[config.mk]
export PLATFORM = sky130hd
export DESIGN_NAME = icap_bridge_top
export DESIGN_NICKNAME = d
export VERILOG_FILES = /design/src/icap_pkg.sv /design/src/icap_bridge_top.sv /design/src/icap_port_writer.sv /design/src/icap_session_ctrl.sv /design/src/icap_word_fifo.sv /design/src/phy_reset_gen.sv
export SDC_FILE = /design/constraint.sdc
export NUM_CORES = 1
export LEC_CHECK = 0
export BUFFER_PORTS_ARGS = -buffer_cell sky130_fd_sc_hd__buf_2
export CAP_MARGIN = 20
export CORE_MARGIN = 1.5
export CORE_UTILIZATION = 45
export CTS_BUF_LIST = sky130_fd_sc_hd__clkbuf_4 sky130_fd_sc_hd__clkbuf_8 sky130_fd_sc_hd__clkbuf_16
export CTS_CLUSTER_DIAMETER = 150
export DETAILED_ROUTE_END_ITERATION = 10
export RECOVER_POWER = 25
export SETUP_SLACK_MARGIN = 0.15
export SLEW_MARGIN = 20
export SYNTH_ARGS = -nofsm -noshare
export SYNTH_HDL_FRONTEND = slang
export SYNTH_HIERARCHICAL = 1
export SYNTH_SLANG_ARGS = --single-unit
[constraint.sdc]
create_clock -name pcie_clk -period 4.5 [get_ports pcie_clk]
set_input_delay 0.9 -clock pcie_clk [delete_from_list [all_inputs] [get_ports pcie_clk]]
set_output_delay 0.9 -clock pcie_clk [all_outputs]
set_load 0.05 [all_outputs]
[src/icap_pkg.sv]
package icap_pkg;

	//////////////////////////////////////////////////////////////////////
	// configuration word
	//////////////////////////////////////////////////////////////////////

	// width of one word on the configuration port
	localparam int CFG_WORD_W = 16;

	// one configuration word as it travels host -> fifo -> port
	typedef logic [CFG_WORD_W-1:0] cfg_word_t;

	//////////////////////////////////////////////////////////////////////
	// session controller
	//////////////////////////////////////////////////////////////////////

	// idle: no open seen since reset
	// flush: fifo being emptied, host writes refused
	// accept: host writes taken into the fifo
	typedef enum logic [1:0] {
		SESSION_IDLE,
		SESSION_FLUSH,
		SESSION_ACCEPT
	} session_state_t;

	//////////////////////////////////////////////////////////////////////
	// defaults picked up by the top level
	//////////////////////////////////////////////////////////////////////

	// words buffered between host and configuration port
	localparam int DEFAULT_FIFO_DEPTH = 16;
	// cycles writes stay refused after each open
	localparam int DEFAULT_FLUSH_CYCLES = 32;
	// minimum high time of the phy reset, same as a 32-deep srl
	localparam int DEFAULT_PHY_RST_HOLD = 32;

endpackage

[src/icap_bridge_top.sv]
`timescale 1ns/100ps

module icap_bridge_top #(
	parameter int FIFO_DEPTH = icap_pkg::DEFAULT_FIFO_DEPTH,
	parameter int FLUSH_CYCLES = icap_pkg::DEFAULT_FLUSH_CYCLES,
	parameter int PHY_RST_HOLD = icap_pkg::DEFAULT_PHY_RST_HOLD
) (
	input  logic pcie_clk,
	input  logic icap_reset_delay,
	input  logic open_i,
	input  logic quiesce_i,
	input  logic wr_valid_i,
	input  icap_pkg::cfg_word_t wr_data_i,
	output logic wr_ready_o,
	output logic icap_ce_n_o,
	output logic icap_write_n_o,
	output icap_pkg::cfg_word_t icap_data_o,
	output logic icap_busy_o,
	output logic phy_rst_o
);

	// controller <-> fifo
	logic fifo_push;
	logic fifo_flush;
	logic fifo_empty;
	logic fifo_full;
	// fifo <-> writer
	logic fifo_pop;
	icap_pkg::cfg_word_t fifo_data;
	// quiesce after the two-stage pipe
	logic drain_en;

	//////////////////////////////////////////////////////////////////////
	// session control and word buffer
	//////////////////////////////////////////////////////////////////////

	icap_session_ctrl #(.FLUSH_CYCLES(FLUSH_CYCLES)) u_ctrl (
		.pcie_clk(pcie_clk),
		.icap_reset_delay(icap_reset_delay),
		.open_i(open_i),
		.quiesce_i(quiesce_i),
		.wr_valid_i(wr_valid_i),
		.fifo_full_i(fifo_full),
		.fifo_empty_i(fifo_empty),
		.wr_ready_o(wr_ready_o),
		.push_o(fifo_push),
		.flush_o(fifo_flush),
		.drain_en_o(drain_en),
		.icap_busy_o(icap_busy_o)
	);

	icap_word_fifo #(.FIFO_DEPTH(FIFO_DEPTH)) u_fifo (
		.pcie_clk(pcie_clk),
		.icap_reset_delay(icap_reset_delay),
		.push_i(fifo_push),
		.wr_data_i(wr_data_i),
		.pop_i(fifo_pop),
		.flush_i(fifo_flush),
		.rd_data_o(fifo_data),
		.empty_o(fifo_empty),
		.full_o(fifo_full)
	);

	//////////////////////////////////////////////////////////////////////
	// configuration port and phy reset
	//////////////////////////////////////////////////////////////////////

	icap_port_writer u_writer (
		.pcie_clk(pcie_clk),
		.icap_reset_delay(icap_reset_delay),
		.drain_en_i(drain_en),
		.fifo_empty_i(fifo_empty),
		.fifo_data_i(fifo_data),
		.pop_o(fifo_pop),
		.icap_ce_n_o(icap_ce_n_o),
		.icap_write_n_o(icap_write_n_o),
		.icap_data_o(icap_data_o)
	);

	// link reset follows the same piped quiesce as the drain
	phy_reset_gen #(.PHY_RST_HOLD(PHY_RST_HOLD)) u_phy_rst (
		.pcie_clk(pcie_clk),
		.icap_reset_delay(icap_reset_delay),
		.quiesce_q_i(drain_en),
		.phy_rst_o(phy_rst_o)
	);

endmodule

[src/icap_port_writer.sv]
`timescale 1ns/100ps

module icap_port_writer (
	input  logic pcie_clk,
	input  logic icap_reset_delay,
	input  logic drain_en_i,
	input  logic fifo_empty_i,
	input  icap_pkg::cfg_word_t fifo_data_i,
	output logic pop_o,
	output logic icap_ce_n_o,
	output logic icap_write_n_o,
	output icap_pkg::cfg_word_t icap_data_o
);

	logic ce_n_q;
	logic write_n_q;
	icap_pkg::cfg_word_t data_q;

	// pop one word per cycle while draining and data is there
	assign pop_o = drain_en_i && !fifo_empty_i;

	// strobes, both active low and both low only in the cycle after a pop
	always_ff @(posedge pcie_clk) begin
		if (icap_reset_delay) begin
			ce_n_q <= 1'b1;
			write_n_q <= 1'b1;
		end else begin
			ce_n_q <= !pop_o;
			write_n_q <= !pop_o;
		end
	end

	// port data, holds the last word when idle
	always_ff @(posedge pcie_clk) begin
		if (pop_o) data_q <= fifo_data_i;
	end

	assign icap_ce_n_o = ce_n_q;
	assign icap_write_n_o = write_n_q;
	assign icap_data_o = data_q;

endmodule

[src/icap_session_ctrl.sv]
`timescale 1ns/100ps

module icap_session_ctrl #(
	parameter int FLUSH_CYCLES = icap_pkg::DEFAULT_FLUSH_CYCLES
) (
	input  logic pcie_clk,
	input  logic icap_reset_delay,
	input  logic open_i,
	input  logic quiesce_i,
	input  logic wr_valid_i,
	input  logic fifo_full_i,
	input  logic fifo_empty_i,
	output logic wr_ready_o,
	output logic push_o,
	output logic flush_o,
	output logic drain_en_o,
	output logic icap_busy_o
);

	// counter wide enough for the last flush cycle index
	localparam int CNT_W = $clog2(FLUSH_CYCLES + 1);

	icap_pkg::session_state_t state_q;
	logic [CNT_W-1:0] flush_cnt_q;
	// [0] is open as sampled, [1] is the previous sample
	logic [1:0] open_q;
	// two stages, the old cross-clock sync now just a pipe
	logic [1:0] quiesce_q;
	logic busy_q;
	logic open_rise;
	logic flush_done;

	// rising edge of the registered open flag
	assign open_rise = open_q[0] && !open_q[1];
	assign flush_done = (flush_cnt_q == CNT_W'(FLUSH_CYCLES - 1));

	//////////////////////////////////////////////////////////////////////
	// session fsm
	//////////////////////////////////////////////////////////////////////

	always_ff @(posedge pcie_clk) begin
		if (icap_reset_delay) begin
			state_q <= icap_pkg::SESSION_IDLE;
			flush_cnt_q <= '0;
			open_q <= 2'b00;
		end else begin
			open_q <= {open_q[0], open_i};
			// a new open restarts the flush whatever the state
			if (open_rise) begin
				state_q <= icap_pkg::SESSION_FLUSH;
				flush_cnt_q <= '0;
			end else if (state_q == icap_pkg::SESSION_FLUSH) begin
				// hold off writes for FLUSH_CYCLES cycles
				if (flush_done) state_q <= icap_pkg::SESSION_ACCEPT;
				else flush_cnt_q <= flush_cnt_q + 1'b1;
			end
		end
	end

	// fifo flush for the whole flush window
	assign flush_o = (state_q == icap_pkg::SESSION_FLUSH);

	// host handshake, full fifo back-pressures the host
	assign wr_ready_o = (state_q == icap_pkg::SESSION_ACCEPT) && !fifo_full_i;
	assign push_o = wr_valid_i && wr_ready_o;

	//////////////////////////////////////////////////////////////////////
	// quiesce pipe and busy flag
	//////////////////////////////////////////////////////////////////////

	always_ff @(posedge pcie_clk) begin
		if (icap_reset_delay) begin
			quiesce_q <= 2'b00;
			busy_q <= 1'b0;
		end else begin
			quiesce_q <= {quiesce_q[0], quiesce_i};
			// set on first buffered word, only an open clears it
			// stays clear through the flush while the fifo empties
			if (open_rise || flush_o) busy_q <= 1'b0;
			else if (!fifo_empty_i) busy_q <= 1'b1;
		end
	end

	assign drain_en_o = quiesce_q[1];
	assign icap_busy_o = busy_q;

endmodule

[src/icap_word_fifo.sv]
`timescale 1ns/100ps

module icap_word_fifo #(
	parameter int FIFO_DEPTH = icap_pkg::DEFAULT_FIFO_DEPTH
) (
	input  logic pcie_clk,
	input  logic icap_reset_delay,
	input  logic push_i,
	input  icap_pkg::cfg_word_t wr_data_i,
	input  logic pop_i,
	input  logic flush_i,
	output icap_pkg::cfg_word_t rd_data_o,
	output logic empty_o,
	output logic full_o
);

	// pointer and occupancy widths come from the depth
	localparam int PTR_W = (FIFO_DEPTH > 1) ? $clog2(FIFO_DEPTH) : 1;
	localparam int CNT_W = $clog2(FIFO_DEPTH + 1);

	icap_pkg::cfg_word_t mem [FIFO_DEPTH];
	logic [PTR_W-1:0] wr_ptr_q;
	logic [PTR_W-1:0] rd_ptr_q;
	logic [CNT_W-1:0] count_q;
	logic do_push;
	logic do_pop;

	// wrap at the depth, which need not be a power of two
	function automatic logic [PTR_W-1:0] ptr_inc(input logic [PTR_W-1:0] ptr);
		if (ptr == PTR_W'(FIFO_DEPTH - 1)) return '0;
		return ptr + 1'b1;
	endfunction

	// guard both sides so a stray strobe cannot corrupt the count
	assign do_push = push_i && !full_o;
	assign do_pop = pop_i && !empty_o;

	// word storage, no reset needed on payload
	always_ff @(posedge pcie_clk) begin
		if (do_push) mem[wr_ptr_q] <= wr_data_i;
	end

	// pointers and count
	always_ff @(posedge pcie_clk) begin
		if (icap_reset_delay || flush_i) begin
			// flush drops everything in one cycle
			wr_ptr_q <= '0;
			rd_ptr_q <= '0;
			count_q <= '0;
		end else begin
			if (do_push) wr_ptr_q <= ptr_inc(wr_ptr_q);
			if (do_pop) rd_ptr_q <= ptr_inc(rd_ptr_q);
			// simultaneous push and pop leaves the count alone
			if (do_push && !do_pop) count_q <= count_q + 1'b1;
			else if (do_pop && !do_push) count_q <= count_q - 1'b1;
		end
	end

	// head word, valid whenever not empty
	assign rd_data_o = mem[rd_ptr_q];
	assign empty_o = (count_q == '0);
	assign full_o = (count_q == CNT_W'(FIFO_DEPTH));

endmodule

[src/phy_reset_gen.sv]
`timescale 1ns/100ps

module phy_reset_gen #(
	parameter int PHY_RST_HOLD = icap_pkg::DEFAULT_PHY_RST_HOLD
) (
	input  logic pcie_clk,
	input  logic icap_reset_delay,
	input  logic quiesce_q_i,
	output logic phy_rst_o
);

	// delay line of the flag itself, oldest sample at the top
	logic [PHY_RST_HOLD-1:0] delay_q;
	logic phy_rst_q;
	logic rst_delayed;
	logic rst_next;

	//////////////////////////////////////////////////////////////////////
	// delay line
	//////////////////////////////////////////////////////////////////////

	always_ff @(posedge pcie_clk) begin
		if (icap_reset_delay) delay_q <= '0;
		else delay_q <= {delay_q[PHY_RST_HOLD-2:0], phy_rst_q};
	end

	// flag as it was PHY_RST_HOLD cycles ago
	assign rst_delayed = delay_q[PHY_RST_HOLD-1];

	//////////////////////////////////////////////////////////////////////
	// reset flag
	//////////////////////////////////////////////////////////////////////

	// quiesce forces it high
	// otherwise stay high until the delayed copy catches up
	assign rst_next = quiesce_q_i || (phy_rst_q && !rst_delayed);

	always_ff @(posedge pcie_clk) begin
		// reset presets the flag
		if (icap_reset_delay) phy_rst_q <= 1'b1;
		else phy_rst_q <= rst_next;
	end

	assign phy_rst_o = phy_rst_q;

endmodule

Yosys cells after proc, flatten, opt, wreduce, memory -nomap -nowiden
Memories as Yosys holds them, arrays and structs flattened. A register that Yosys moved wholly into a read port is not among the register bits.
Index checks and enable logic that the tools add are counted.
{"block": "totals", "mem_bits_rw": 256, "register_bits": 60, "in_bits": 21, "n_memories": 1}
{"name": "u_fifo.mem", "words": 16, "width": 16, "read_ports": 1, "rd_ports_with_merged_regs": 1, "wr": 1, "line_no": "icap_word_fifo.sv:21", "text": "icap_pkg::cfg_word_t mem [FIFO_DEPTH];"}
{"block": "classes", "muxes": 17, "eq_ne": 6, "reduce_logical": 28, "addsub": 5, "bitwise_logic": 1}
{"op": "two-way mux 4 bit", "n": 4}
{"op": "two-way mux 1 bit", "n": 11}
{"op": "two-way mux 5 bit", "n": 2}
{"op": "logical AND 1 bit", "n": 9}
{"op": "adder 4 x 1 -> 4 bit, second input constant", "n": 2}
{"op": "equality test 4 bit, second input constant", "n": 2}
{"op": "logical NOT 1 bit", "n": 7}
{"op": "adder 6 x 1 -> 6 bit, second input constant", "n": 1}
{"op": "equality test 6 x 5 -> 1 bit, second input constant", "n": 1}
{"op": "AND reduction 2 bit", "n": 3}
{"op": "nonzero test 2 bit", "n": 3}
{"op": "adder 5 x 1 -> 5 bit, second input constant", "n": 1}
{"op": "equality test 5 bit, second input constant", "n": 1}
{"op": "logical NOT 5 bit", "n": 1}
{"op": "subtractor 5 x 1 -> 5 bit, second input constant", "n": 1}
{"op": "OR reduction 2 bit", "n": 2}
{"op": "logical OR 1 bit", "n": 3}
{"op": "equality test 2 x 1 -> 1 bit, second input constant", "n": 1}
{"op": "equality test 2 bit, second input constant", "n": 1}
{"op": "NOT 1 bit", "n": 1}

Logic depth before layout (Yosys ltp)
Gate-level depths: netlist of the first run.
{"block": "logic_depth", "depth_word": 9, "depth_mapped": 14, "mapped_depth_nobuf": 13}

Cells and area by module
The synthesis of the first run kept the hierarchy.
{"module": "icap_word_fifo", "cells_per_inst": 511, "seq_area_each_um2": 8027.7, "area_each_um2": 10560.1, "n_inst": 1}
{"module": "phy_reset_gen", "cells_per_inst": 71, "seq_area_each_um2": 660.6, "area_each_um2": 888.4, "n_inst": 1}
{"module": "icap_session_ctrl", "cells_per_inst": 55, "seq_area_each_um2": 260.2, "area_each_um2": 551.8, "n_inst": 1}
{"module": "icap_port_writer", "cells_per_inst": 20, "seq_area_each_um2": 500.5, "area_each_um2": 525.5, "n_inst": 1}

Least setup slack after synthesis of the first run
OpenSTA, ideal clock, no wires.
{"block": "synth_path", "kind": "register to register", "startpoint": "register u_fifo.count_q[0]", "endpoint": "memory u_fifo/mem[2][0] in the netlist's numbering (enable)", "path_stages_with_launch": 8, "n_path_buf": 1, "required_time_ns": 4.064, "slack_ns": -0.037, "synth_period_minus_slack_ns": 4.537, "setup_time_ns": 0.436, "arrival_ns": 4.100, "cell_sequence": "dfxtp_1 > or4_1 > buf_4 > nor2_1 > nor3b_1 > and2_1 > o21ai_4 > nor4b_1"}
{"block": "synth_between", "elab_chain_cells": 7}
{"item": "from (decl)", "line_no": "icap_word_fifo.sv:24", "text": "logic [CNT_W-1:0] count_q;"}
{"item": "from (signal assigned)", "line_no": "icap_word_fifo.sv:54", "text": "if (do_push && !do_pop) count_q <= count_q + 1'b1;"}
{"item": "from (signal assigned)", "line_no": "icap_word_fifo.sv:55", "text": "else if (do_pop && !do_push) count_q <= count_q - 1'b1;"}
{"item": "equality test 5 bit", "line_no": "icap_word_fifo.sv:62", "text": "assign full_o = (count_q == CNT_W'(FIFO_DEPTH));"}
{"item": "named net fifo_full", "line_no": "icap_bridge_top.sv:26", "text": "logic fifo_full;"}
{"item": "logical NOT 1 bit", "line_no": "icap_session_ctrl.sv:64", "text": "assign wr_ready_o = (state_q == icap_pkg::SESSION_ACCEPT) && !fifo_full_i;"}
{"item": "logical AND 1 bit", "line_no": "icap_session_ctrl.sv:64"}
{"item": "named net wr_ready_o", "line_no": "icap_bridge_top.sv:14", "text": "output logic wr_ready_o,"}
{"item": "logical AND 1 bit", "line_no": "icap_session_ctrl.sv:65", "text": "assign push_o = wr_valid_i && wr_ready_o;"}
{"item": "named net fifo_push", "line_no": "icap_bridge_top.sv:23", "text": "logic fifo_push;"}
{"item": "logical AND 1 bit", "line_no": "icap_word_fifo.sv:35", "text": "assign do_push = push_i && !full_o;"}
{"item": "two-way mux 1 bit", "line_no": "icap_word_fifo.sv:40", "text": "if (do_push) mem[wr_ptr_q] <= wr_data_i;"}
{"item": "two-way mux 1 bit (implied by the code)", "line_no": "icap_word_fifo.sv:40"}
{"item": "to (decl)", "line_no": "icap_word_fifo.sv:21"}
The timed path passes the listed nets, and every way through them passes these cells.

Worst setup path after layout of the first run
{"block": "layout_path", "startpoint": "register u_fifo.count_q[0]", "endpoint": "register u_fifo.count_q[4]"}
{"item": "logical NOT 5 bit (*)", "line_no": "icap_word_fifo.sv:61", "text": "assign empty_o = (count_q == '0);"}
{"item": "named net fifo_empty", "line_no": "icap_bridge_top.sv:25", "text": "logic fifo_empty;"}
{"item": "logical NOT 1 bit (*)", "line_no": "icap_port_writer.sv:20", "text": "assign pop_o = drain_en_i && !fifo_empty_i;"}
{"item": "logical AND 1 bit (*)", "line_no": "icap_port_writer.sv:20"}
{"item": "named net fifo_pop", "line_no": "icap_bridge_top.sv:28", "text": "logic fifo_pop;"}
{"item": "logical AND 1 bit (*)", "line_no": "icap_word_fifo.sv:36", "text": "assign do_pop = pop_i && !empty_o;"}
{"item": "logical NOT 1 bit", "line_no": "icap_word_fifo.sv:54"}
{"item": "logical AND 1 bit", "line_no": "icap_word_fifo.sv:54"}
{"item": "two-way mux 5 bit or nonzero test 2 bit (tied branches)"}
Mark *: on every way through the listed nets, which the timed path passes. The rest lies on a longest branch. The select of a mux whose other input is x is not followed.
A chain may end at the register's enable or synchronous reset.

==> results of run 1 <==
cell type report:
| cell class | count | area, um2 | share of cell area |
|---|---|---|---|
| well taps | 372 | 465 | 0.0327 |
| flip-flops and latches | 336 | 9450 | 0.665 |
| clock inverters | 12 | 70.1 | 0.00493 |
| repair buffers | 51 | 273 | 0.0192 |
| clock buffers | 47 | 983 | 0.0691 |
| multi-input cells | 279 | 2930 | 0.206 |
| inverters | 12 | 47.5 | 0.00334 |
cell usage after synthesis, types with 5 or more instances:
| cell | n | area [um2] |
|---|---|---|
| a21oi_1 | 12 | 60.1 |
| mux4_2 | 64 | 1440 |
| and2_1 | 14 | 87.6 |
| dfxtp_1 | 64 | 1280 |
| xor2_1 | 5 | 43.8 |
| edfxtp_1 | 272 | 8170 |
| a22oi_1 | 32 | 240 |
| clkbuf_1 | 17 | 63.8 |
| inv_1 | 11 | 41.3 |
| nor2_1 | 18 | 67.6 |
| o21ai_0 | 6 | 30.0 |
| ha_1 | 11 | 138 |
| nand2_1 | 23 | 86.3 |
| buf_2 | 9 | 45.0 |
| nor2b_1 | 39 | 244 |
worst max-delay path: cells and delay by family (launching register included):
| kind | cells | cell delay, ns |
|---|---|---|
| AOI/OAI and AO/OA | 5 | 1.04 |
| adders and majority gates | 2 | 0.62 |
| buffers and inverters | 1 | 0.12 |
| DFF | 1 | 0.34 |
| and+or+nand+nor | 3 | 1.38 |
worst min-delay path by stage:
stage	startpoint	to	slack (ns)
global route	u_phy_rst/delay_q[31]$_SDFF_PP0_	u_phy_rst/phy_rst_o$_SDFF_PP1_	0.45
CTS	u_phy_rst/delay_q[31]$_SDFF_PP0_	u_phy_rst/phy_rst_o$_SDFF_PP1_	0.42
detailed placement	u_phy_rst/delay_q[31]$_SDFF_PP0_	u_phy_rst/phy_rst_o$_SDFF_PP1_	0.40
finish	u_phy_rst/delay_q[31]$_SDFF_PP0_	u_phy_rst/phy_rst_o$_SDFF_PP1_	0.42
global placement	u_phy_rst/delay_q[15]$_SDFF_PP0_	u_phy_rst/delay_q[16]$_SDFF_PP0_	0.42
floorplan	u_phy_rst/delay_q[31]$_SDFF_PP0_	u_phy_rst/phy_rst_o$_SDFF_PP1_	0.39
metrics by stage:
step           instances  instance area, um2  worst slack [ns]  hold slack, ns
2_1_floorplan        657               12500           -0.0101           0.388
3_3_place_gp        1049               13200              1.14           0.417
3_5_place_dp        1049               13200             0.935           0.400
4_1_cts             1108               14200             0.915           0.419
5_1_grt             1109               14200             0.722           0.451
6_report            1109               14200             0.931           0.422
report_power, final:
| part | internal, mW | leakage (nW) | switching (mW) |
|---|---|---|---|
| Sequential | 3.36 | 2.96 | 0.00269 |
| Combinational | 0.0109 | 1.07 | 0.0438 |
| Clock | 1.53 | 0.527 | 1.09 |
flip-flops by register name, summed over array words and instances, names as in the netlist, named ones only:
name	cells
u_fifo/mem	256
u_fifo/wr_ptr_q	4
u_writer/icap_data_o	16
u_ctrl/icap_busy_o	1
u_phy_rst/phy_rst_o	1
u_fifo/rd_ptr_q	4
u_ctrl/open_q	2
u_fifo/count_q	5
u_writer/icap_write_n_o	1
u_phy_rst/delay_q	32
u_ctrl/state_q	2
u_ctrl/quiesce_q	2
u_ctrl/flush_cnt_q	6
kinds of logic after synthesis:
group           count (synthesis)  share of synthesized area
flops                         336                      0.754
simple gates                  128                     0.0589
compound gates                 67                     0.0386
mux                            67                      0.117
buf+inv                        42                     0.0146
fa+ha+maj                      12                     0.0126
xor+xnor                        5                    0.00350
per-layer routing:
layer | GRT usage | vias to the layer above | wire length [um]
li1 | - | 2726 | -
met1 | 0.232 | 3162 | 10600
met2 | 0.297 | 127 | 12000
met3 | 0.0265 | 49 | 1040
met4 | 0.0619 | 0 | 671
met5 | 0 | - | 0
==> results.py, run 1 <==
metrics = {
    "floorplan": {
        "core_um2": 27100,
        "rows": 60,
        "dieArea_um2": 28800,
        "pin_count": 42,
        "fp.dieH_um": 170,
        "die_w_um": 170,
        "start_util": 0.462,
    },
    "critical_path": {
        "worst-r2r-setup-slack_ns": 0.93,
        "timing.rr.end": "u_fifo/count_q[4]$_SDFFE_PP0P_",
        "cp_max_fo": 18,
        "critPathArrivalTime_ns": 4.02,
        "critPathCaptureType": "flip-flop",
        "cp_slowest_cell": "or4_1",
        "critical_path.most_common_cell": "ha_1",
        "crit_chain": "or4_1, nor2_1, and2b_2, o21ai_2, ha_1, inv_1, ha_1, a21oi_1, a211o_1, a211oi_1, a31o_2",
        "crit_path_end": "u_fifo/count_q[4]$_SDFFE_PP0P_",
        "r2r_start": "u_fifo/count_q[0]$_SDFFE_PP0P_",
        "worstRegToRegCells": 11,
        "critical_path_class": "flip-flop to flip-flop",
        "cp.required_ns": 4.95,
        "cp-start-kind": "flip-flop",
        "startpoint": "u_fifo/count_q[0]$_SDFFE_PP0P_",
        "max_stage_delay_ns": 0.70,
    },
    "routing": {
        "wl_per_cell_um": 21.9,
        "dr.pass1.iters": 5,
        "ant_nets": 0,
        "drt_iter0_drc": 366,
        "wl_mm": 24.3,
        "drc": 0,
        "dr_total_vias": 6064,
        "via_per_inst": 5.47,
    },
    "clocking": {
        "htreeDepth": 2,
        "cts_buffers": 35,
        "clk_pin_slew_ns": 0.06,
        "cts_sinks": 336,
        "worstSkewPairLatency_ns": 0.51,
        "tritoncts": "built",
        "post_cts_buffers": 0,
        "clock_path_buffers": 3,
        "cts_root_buf": "clkbuf_16",
        "postCtsResizedCells": 0,
        "cts_hold_buf": 0,
    },
    "placement": {
        "dp_hpwl_mm": 14.0,
        "gp_congestion": 0.798,
        "port_buffers": 41,
    },
    "logic_synthesis": {
        "synth_nets": 690,
        "synth_area_um2": 12500,
        "ys.flop_type": "edfxtp_1",
        "seq_area_frac_synth": 0.754,
        "ys_ff_latch": 336,
        "netlist_instances": 657,
        "synth_cell_type_count": 54,
        "async_flop_share": 0,
        "yosysWarnings": 6,
        "synth_edf_count": 272,
        "synth.avg_cell_area_um2": 19.1,
    },
    "timing": {
        "fin_skew_ns": 0.0180,
        "slew_headroom": 0.259,
        "post-route-period-util": 0.793,
        "slew_violations": 0,
        "fmax_mhz": 280,
        "rsz0062_at_grt": "no",
        "period_needed_ns": 3.57,
        "finalSetupViolCount": 0,
        "hold_violations": 0,
        "finalSetupTns_ns": 0,
        "worst_pin_slew_ns": 1.11,
    },
    "finish": {
        "fin_util": 0.525,
        "syn2layout_area_growth_pct": 13.6,
        "drive_above_1_share": 0.240,
        "diodes": 0,
        "nFillCells": 2137,
        "final_net_count": 748,
        "final_cell_mix": "edfxtp_1, mux4_2, dfxtp_1",
        "layout_commonest_cell": "edfxtp_1",
    },
    "outcome": {
        "outcome": "finished clean",
    },
    "power_and_ir_drop": {
        "p_leak_nw": 4.56,
        "vdd_drop_max_uv": 302,
        "powerDensity_nw_per_um2": 424,
        "power.total_mw": 6.03,
    },
    "run": {
        "drv_cap": 0,
    },
    "global_routing": {
        "grt-ovfl-total": 0,
        "antenna_found_initial": 0,
        "grt_max_degree": 46,
        "grt_pass1_wl_mm": 37.3,
        "grt.total_usage": 0.175,
        "first_global_vias": 6501,
    },
    "min_path": {
        "worstHoldPathType": "flip-flop to flip-flop",
        "hold-path-cell-count": 1,
    },
}
No activity file was read; power rests on OpenSTA's default activity.
==> run 2, diff against run 1 <==
==> constraint.sdc (replaced) <==
create_clock -name pcie_clk -period 3.5 [get_ports pcie_clk]
set_input_delay 0.7 -clock pcie_clk [delete_from_list [all_inputs] [get_ports pcie_clk]]
set_output_delay 0.7 -clock pcie_clk [all_outputs]
set_load 0.05 [all_outputs]
==> results.py, run 2 (synthesis gave the netlist of run 1 again) <==
metrics = {
    "outcome": {
        "outcome": "finished clean",
    },
    "finish": {
        "final_net_count": 752,
        "drive_above_1_share": 0.255,
        "diodes": 0,
        "largest-register": "u_fifo/mem",
        "stdcell_area_um2": 14500,
        "layout_commonest_cell": "edfxtp_1",
        "nFillCells": 2117,
        "finalNonFillerCells": 1117,
        "largest_reg_flops": 256,
        "seq_area_um2": 9450,
        "syn2layout_area_growth_pct": 15.4,
        "multi_input_area_um2": 2980,
        "fin_util": 0.533,
        "final_cell_mix": "edfxtp_1, mux4_2, dfxtp_1",
    },
    "routing": {
        "via_per_inst": 5.42,
        "ant_nets": 0,
        "wl_mm": 24.6,
        "dr.pass1.iters": 5,
        "drt_iter0_drc": 448,
        "drc": 0,
        "wl_per_cell_um": 22.0,
        "dr_total_vias": 6056,
    },
    "critical_path": {
        "crit_buf_inv": 1,
        "cp_slowest_cell": "or4_1",
        "cp.required_ns": 3.95,
        "critPathArrivalTime_ns": 3.62,
        "crit_family": "simple AND/OR/NAND/NOR gates",
        "cp_max_fo": 9,
        "critPathCaptureType": "flip-flop",
        "cp-start-kind": "flip-flop",
        "crit_chain": "or4_1, nor2_1, nor3b_2, and2_1, o21ai_4, inv_4, ha_2, fa_1, nand3b_1, a211o_1, a211oi_1, a31o_2",
        "critical_path_class": "flip-flop to flip-flop",
        "max_stage_delay_ns": 0.57,
    },
    "timing": {
        "finalSetupTns_ns": 0,
        "fmax_mhz": 315,
        "hold_violations": 0,
        "rsz0062_at_grt": "no",
        "worst_pin_slew_ns": 1.13,
        "finalSetupViolCount": 0,
        "slew_headroom": 0.248,
        "fin_skew_ns": 0.0202,
        "slew_violations": 0,
        "post-route-period-util": 0.906,
        "period_needed_ns": 3.17,
    },
    "power_and_ir_drop": {
        "p_switching_mw": 1.51,
        "pwr-share-comb": 0.009,
        "p_leak_nw": 4.66,
        "p_clk_frac": 0.458,
        "p_sw_frac": 0.187,
        "pwr-share-seq": 0.533,
        "powerDensity_nw_per_um2": 560,
        "intPower_mw": 6.59,
        "vdd_drop_max_uv": 365,
    },
    "run": {
        "drv_cap": 0,
    },
    "global_routing": {
        "antenna_found_initial": 0,
        "grt_pass1_wl_mm": 38.3,
        "grt_max_degree": 46,
        "grt-ovfl-total": 0,
        "grt.total_usage": 0.179,
        "first_global_vias": 6527,
    },
    "clocking": {
        "cts_buffers": 35,
        "clock_path_buffers": 3,
        "cts_sinks": 336,
        "htreeDepth": 2,
        "clk_pin_slew_ns": 0.06,
        "tritoncts": "built",
        "cts_hold_buf": 0,
        "worstSkewPairLatency_ns": 0.52,
        "cts_root_buf": "clkbuf_16",
    },
    "placement": {
        "dpl-instance-area_um2": 13300,
        "dp_hpwl_mm": 14.3,
        "port_buffers": 41,
        "gp_congestion": 0.779,
        "dp_cells": 1053,
    },
    "floorplan": {
        "start_util": 0.462,
        "rows": 60,
        "dieArea_um2": 28800,
        "core_um2": 27100,
        "fp.dieH_um": 170,
        "pin_count": 42,
        "die_w_um": 170,
    },
    "min_path": {
        "worstHoldPathType": "primary input to flip-flop",
    },
}
## run 2: metal layers
metal  vias up  GRT usage  share of wire
met5         -          0              0
met4         0     0.0543          0.022
met3        46     0.0298          0.042
met1      3139      0.233           0.43
li1       2736          -              -
met2       135      0.308           0.50
## run 2: layout make-up
cell class,count,share of cell area
timing repair buffer,55,0.0226
inverter,12,0.00329
tap,372,0.0322
clock buffer,49,0.0728
sequential,336,0.654
clock inverter,14,0.00909
multi-input combinational,279,0.206
## run 2: per-stage QoR
step	hold WS, ns	total power [mW]	setup WS (ns)
3_3_place_gp	0.416	4.47	0.464
3_5_place_dp	0.424	4.48	0.302
5_1_grt	0.392	8.34	0.161
2_1_floorplan	0.388	4.42	0.282
4_1_cts	0.385	8.18	0.282
6_report	0.402	8.10	0.328
## run 2: path summary, 6_finish.rpt
check	start	to	slack (ns)	depth (start not counted)
worst min register to register	u_phy_rst/delay_q[31]$_SDFF_PP0_	u_phy_rst/phy_rst_o$_SDFF_PP1_	0.43	1
worst min-delay path	quiesce_i	u_ctrl/quiesce_q[0]$_SDFF_PP0_	0.40	2
worst max register to register	u_fifo/count_q[0]$_SDFFE_PP0P_	u_fifo/count_q[4]$_SDFFE_PP0P_	0.33	12
worst max-delay path	u_fifo/count_q[0]$_SDFFE_PP0P_	u_fifo/count_q[4]$_SDFFE_PP0P_	0.33	12
## run 2: repair_timing
item                                    in CTS  in global routing
setup buffers                                0                  0
gates resized for setup                      0                  3
endpoints found under the setup margin       0                  1
## run 2: power groups by stage
stage                     logic, mW  registers (mW)  clock network (mW)
final                        0.0701            4.32                3.71
after global routing         0.0807            4.32                3.94
after CTS                    0.0737            4.32                3.79
after detailed placement     0.0738            4.40                   0
after global placement       0.0667            4.40                   0
after floorplan              0.0206            4.40                   0
## run 2: worst reg2reg max path, delay by kind of cell, from the launching register on
kind	cells	cell delay [ns]
adders and majority gates	2	0.62
AOI/OAI and AO/OA	4	0.87
buffers and inverters	1	0.08
and+or+nand+nor	5	1.21
DFF	1	0.34
==> run 3, diff against run 2 <==
--- a/config.mk
+++ b/config.mk
@@ -12,6 +12,7 @@
 export CTS_BUF_LIST = sky130_fd_sc_hd__clkbuf_4 sky130_fd_sc_hd__clkbuf_8 sky130_fd_sc_hd__clkbuf_16
 export CTS_CLUSTER_DIAMETER = 150
 export DETAILED_ROUTE_END_ITERATION = 10
+export PLACE_DENSITY = 0.7
 export RECOVER_POWER = 25
 export SETUP_SLACK_MARGIN = 0.15
 export SLEW_MARGIN = 20
==> constraint.sdc (replaced) <==
create_clock -name pcie_clk -period 3.9 [get_ports pcie_clk]
set_input_delay 0.78 -clock pcie_clk [delete_from_list [all_inputs] [get_ports pcie_clk]]
set_output_delay 0.78 -clock pcie_clk [all_outputs]
set_load 0.05 [all_outputs]
==> results.py, run 3 (synthesis gave the netlist of run 1 again) <==
metrics = {
    "finish": {
        "final_net_count": 752,
        "layout_commonest_cell": "edfxtp_1",
        "largest_reg_flops": 256,
        "drive_above_1_share": 0.245,
        "diodes": 0,
        "nFillCells": 2106,
        "final_cell_mix": "edfxtp_1, mux4_2, dfxtp_1",
        "multi_input_area_um2": 2930,
        "seq_area_um2": 9450,
        "largest-register": "u_fifo/mem",
        "finalNonFillerCells": 1112,
        "syn2layout_area_growth_pct": 14.0,
        "stdcell_area_um2": 14300,
    },
    "critical_path": {
        "cp_max_fo": 9,
        "critPathCaptureType": "flip-flop",
        "critPathArrivalTime_ns": 3.87,
        "cp.required_ns": 4.34,
        "cp-start-kind": "flip-flop",
        "critical_path_class": "flip-flop to flip-flop",
    },
    "routing": {
        "wl_mm": 24.0,
        "via_per_inst": 5.50,
        "drc": 0,
        "wl_per_cell_um": 21.6,
        "dr_total_vias": 6118,
        "ant_nets": 0,
        "dr.pass1.iters": 5,
        "drt_iter0_drc": 540,
    },
    "timing": {
        "slew_headroom": 0.317,
        "post-route-period-util": 0.878,
        "period_needed_ns": 3.42,
        "finalSetupViolCount": 0,
        "fin_skew_ns": 0.0145,
        "worst_pin_slew_ns": 1.02,
        "slew_violations": 0,
        "rsz0062_at_grt": "no",
        "fmax_mhz": 292,
        "setup_slack_ns": 0.477,
        "hold_violations": 0,
        "finalSetupTns_ns": 0,
    },
    "power_and_ir_drop": {
        "p_sw_frac": 0.183,
        "p_switching_mw": 1.29,
        "p_clk_frac": 0.442,
        "power.total_mw": 7.06,
        "p_leak_nw": 4.60,
        "intPower_mw": 5.76,
        "pwr-share-seq": 0.549,
        "vdd_drop_max_uv": 281,
        "powerDensity_nw_per_um2": 494,
        "pwr-share-comb": 0.009,
    },
    "floorplan": {
        "core_um2": 27100,
        "pin_count": 42,
        "fp.dieH_um": 170,
        "dieArea_um2": 28800,
        "die_w_um": 170,
        "start_util": 0.462,
        "rows": 60,
    },
    "clocking": {
        "cts_sinks": 336,
        "htreeDepth": 2,
        "post_cts_buffers": 0,
        "cts_buffers": 34,
        "tritoncts": "built",
        "postCtsResizedCells": 0,
        "cts_root_buf": "clkbuf_16",
        "clock_path_buffers": 3,
        "cts_hold_buf": 0,
        "clk_pin_slew_ns": 0.06,
        "worstSkewPairLatency_ns": 0.50,
    },
    "outcome": {
        "outcome": "finished clean",
    },
    "global_routing": {
        "antenna_found_initial": 0,
        "grt.total_usage": 0.174,
        "grt-ovfl-total": 0,
        "grt_pass1_wl_mm": 37.4,
        "grt_max_degree": 51,
        "first_global_vias": 6494,
    },
    "placement": {
        "gp_congestion": 0.778,
        "pre_cts_slack_ns": 0.527,
        "dp_cells": 1055,
        "dpl-instance-area_um2": 13200,
        "port_buffers": 41,
        "dp_hpwl_mm": 14.5,
    },
    "run": {
        "drv_cap": 0,
    },
    "min_path": {
        "worstHoldPathType": "flip-flop to flip-flop",
    },
}
[run 3: layout make-up]
type	instances	share of cell area
multi-input combinational	279	0.205
clock inverter	9	0.00666
timing repair buffer	56	0.0221
inverter	12	0.00333
clock buffer	48	0.0686
tap	372	0.0326
sequential	336	0.662
[run 3: power by group through the flow]
stage | Sequential [mW] | Combinational, mW | Clock [mW]
2_1_floorplan | 3.95 | 0.0185 | 0
3_3_place_gp | 3.95 | 0.0627 | 0
3_5_place_dp | 3.95 | 0.0696 | 0
4_1_cts | 3.87 | 0.0696 | 3.19
5_1_grt | 3.87 | 0.0753 | 3.33
6_report | 3.87 | 0.0655 | 3.12
[run 3: path summary, 6_finish.rpt]
path                                        from                              to  slack [ns]  cells after the start
setup / recovery  u_fifo/count_q[0]$_SDFFE_PP0P_  u_fifo/count_q[4]$_SDFFE_PP0P_        0.48                     12
hold / removal    u_ctrl/quiesce_q[0]$_SDFF_PP0_  u_ctrl/quiesce_q[1]$_SDFF_PP0_        0.43                      1
setup reg to reg  u_fifo/count_q[0]$_SDFFE_PP0P_  u_fifo/count_q[4]$_SDFFE_PP0P_        0.48                     12
hold reg to reg   u_ctrl/quiesce_q[0]$_SDFF_PP0_  u_ctrl/quiesce_q[1]$_SDFF_PP0_        0.43                      1
[run 3: critical path: stages, from the launching register on]
cell	delay, ns
dfxtp_1	0.36
or4_1	0.70
nor2_1	0.17
nor3b_1	0.08
and2_1	0.22
o21ai_4	0.17
inv_4	0.07
ha_1	0.26
fa_1	0.44
nand3b_1	0.24
a211o_1	0.31
a211oi_1	0.22
a31o_2	0.13
[run 3: through the flow]
step	utilization	hold WS, ns
6_report	0.527	0.433
5_1_grt	0.527	0.456
4_1_cts	0.528	0.435
3_3_place_gp	0.488	0.405
2_1_floorplan	-	0.388
3_5_place_dp	0.488	0.420
[run 3: per-layer routing]
layer | global-route usage | up-vias | wire length [um]
met5 | 0 | - | 0
met4 | 0.0562 | 0 | 501
met3 | 0.0281 | 40 | 1240
met2 | 0.300 | 202 | 12100
met1 | 0.225 | 3143 | 10100
li1 | - | 2733 | -
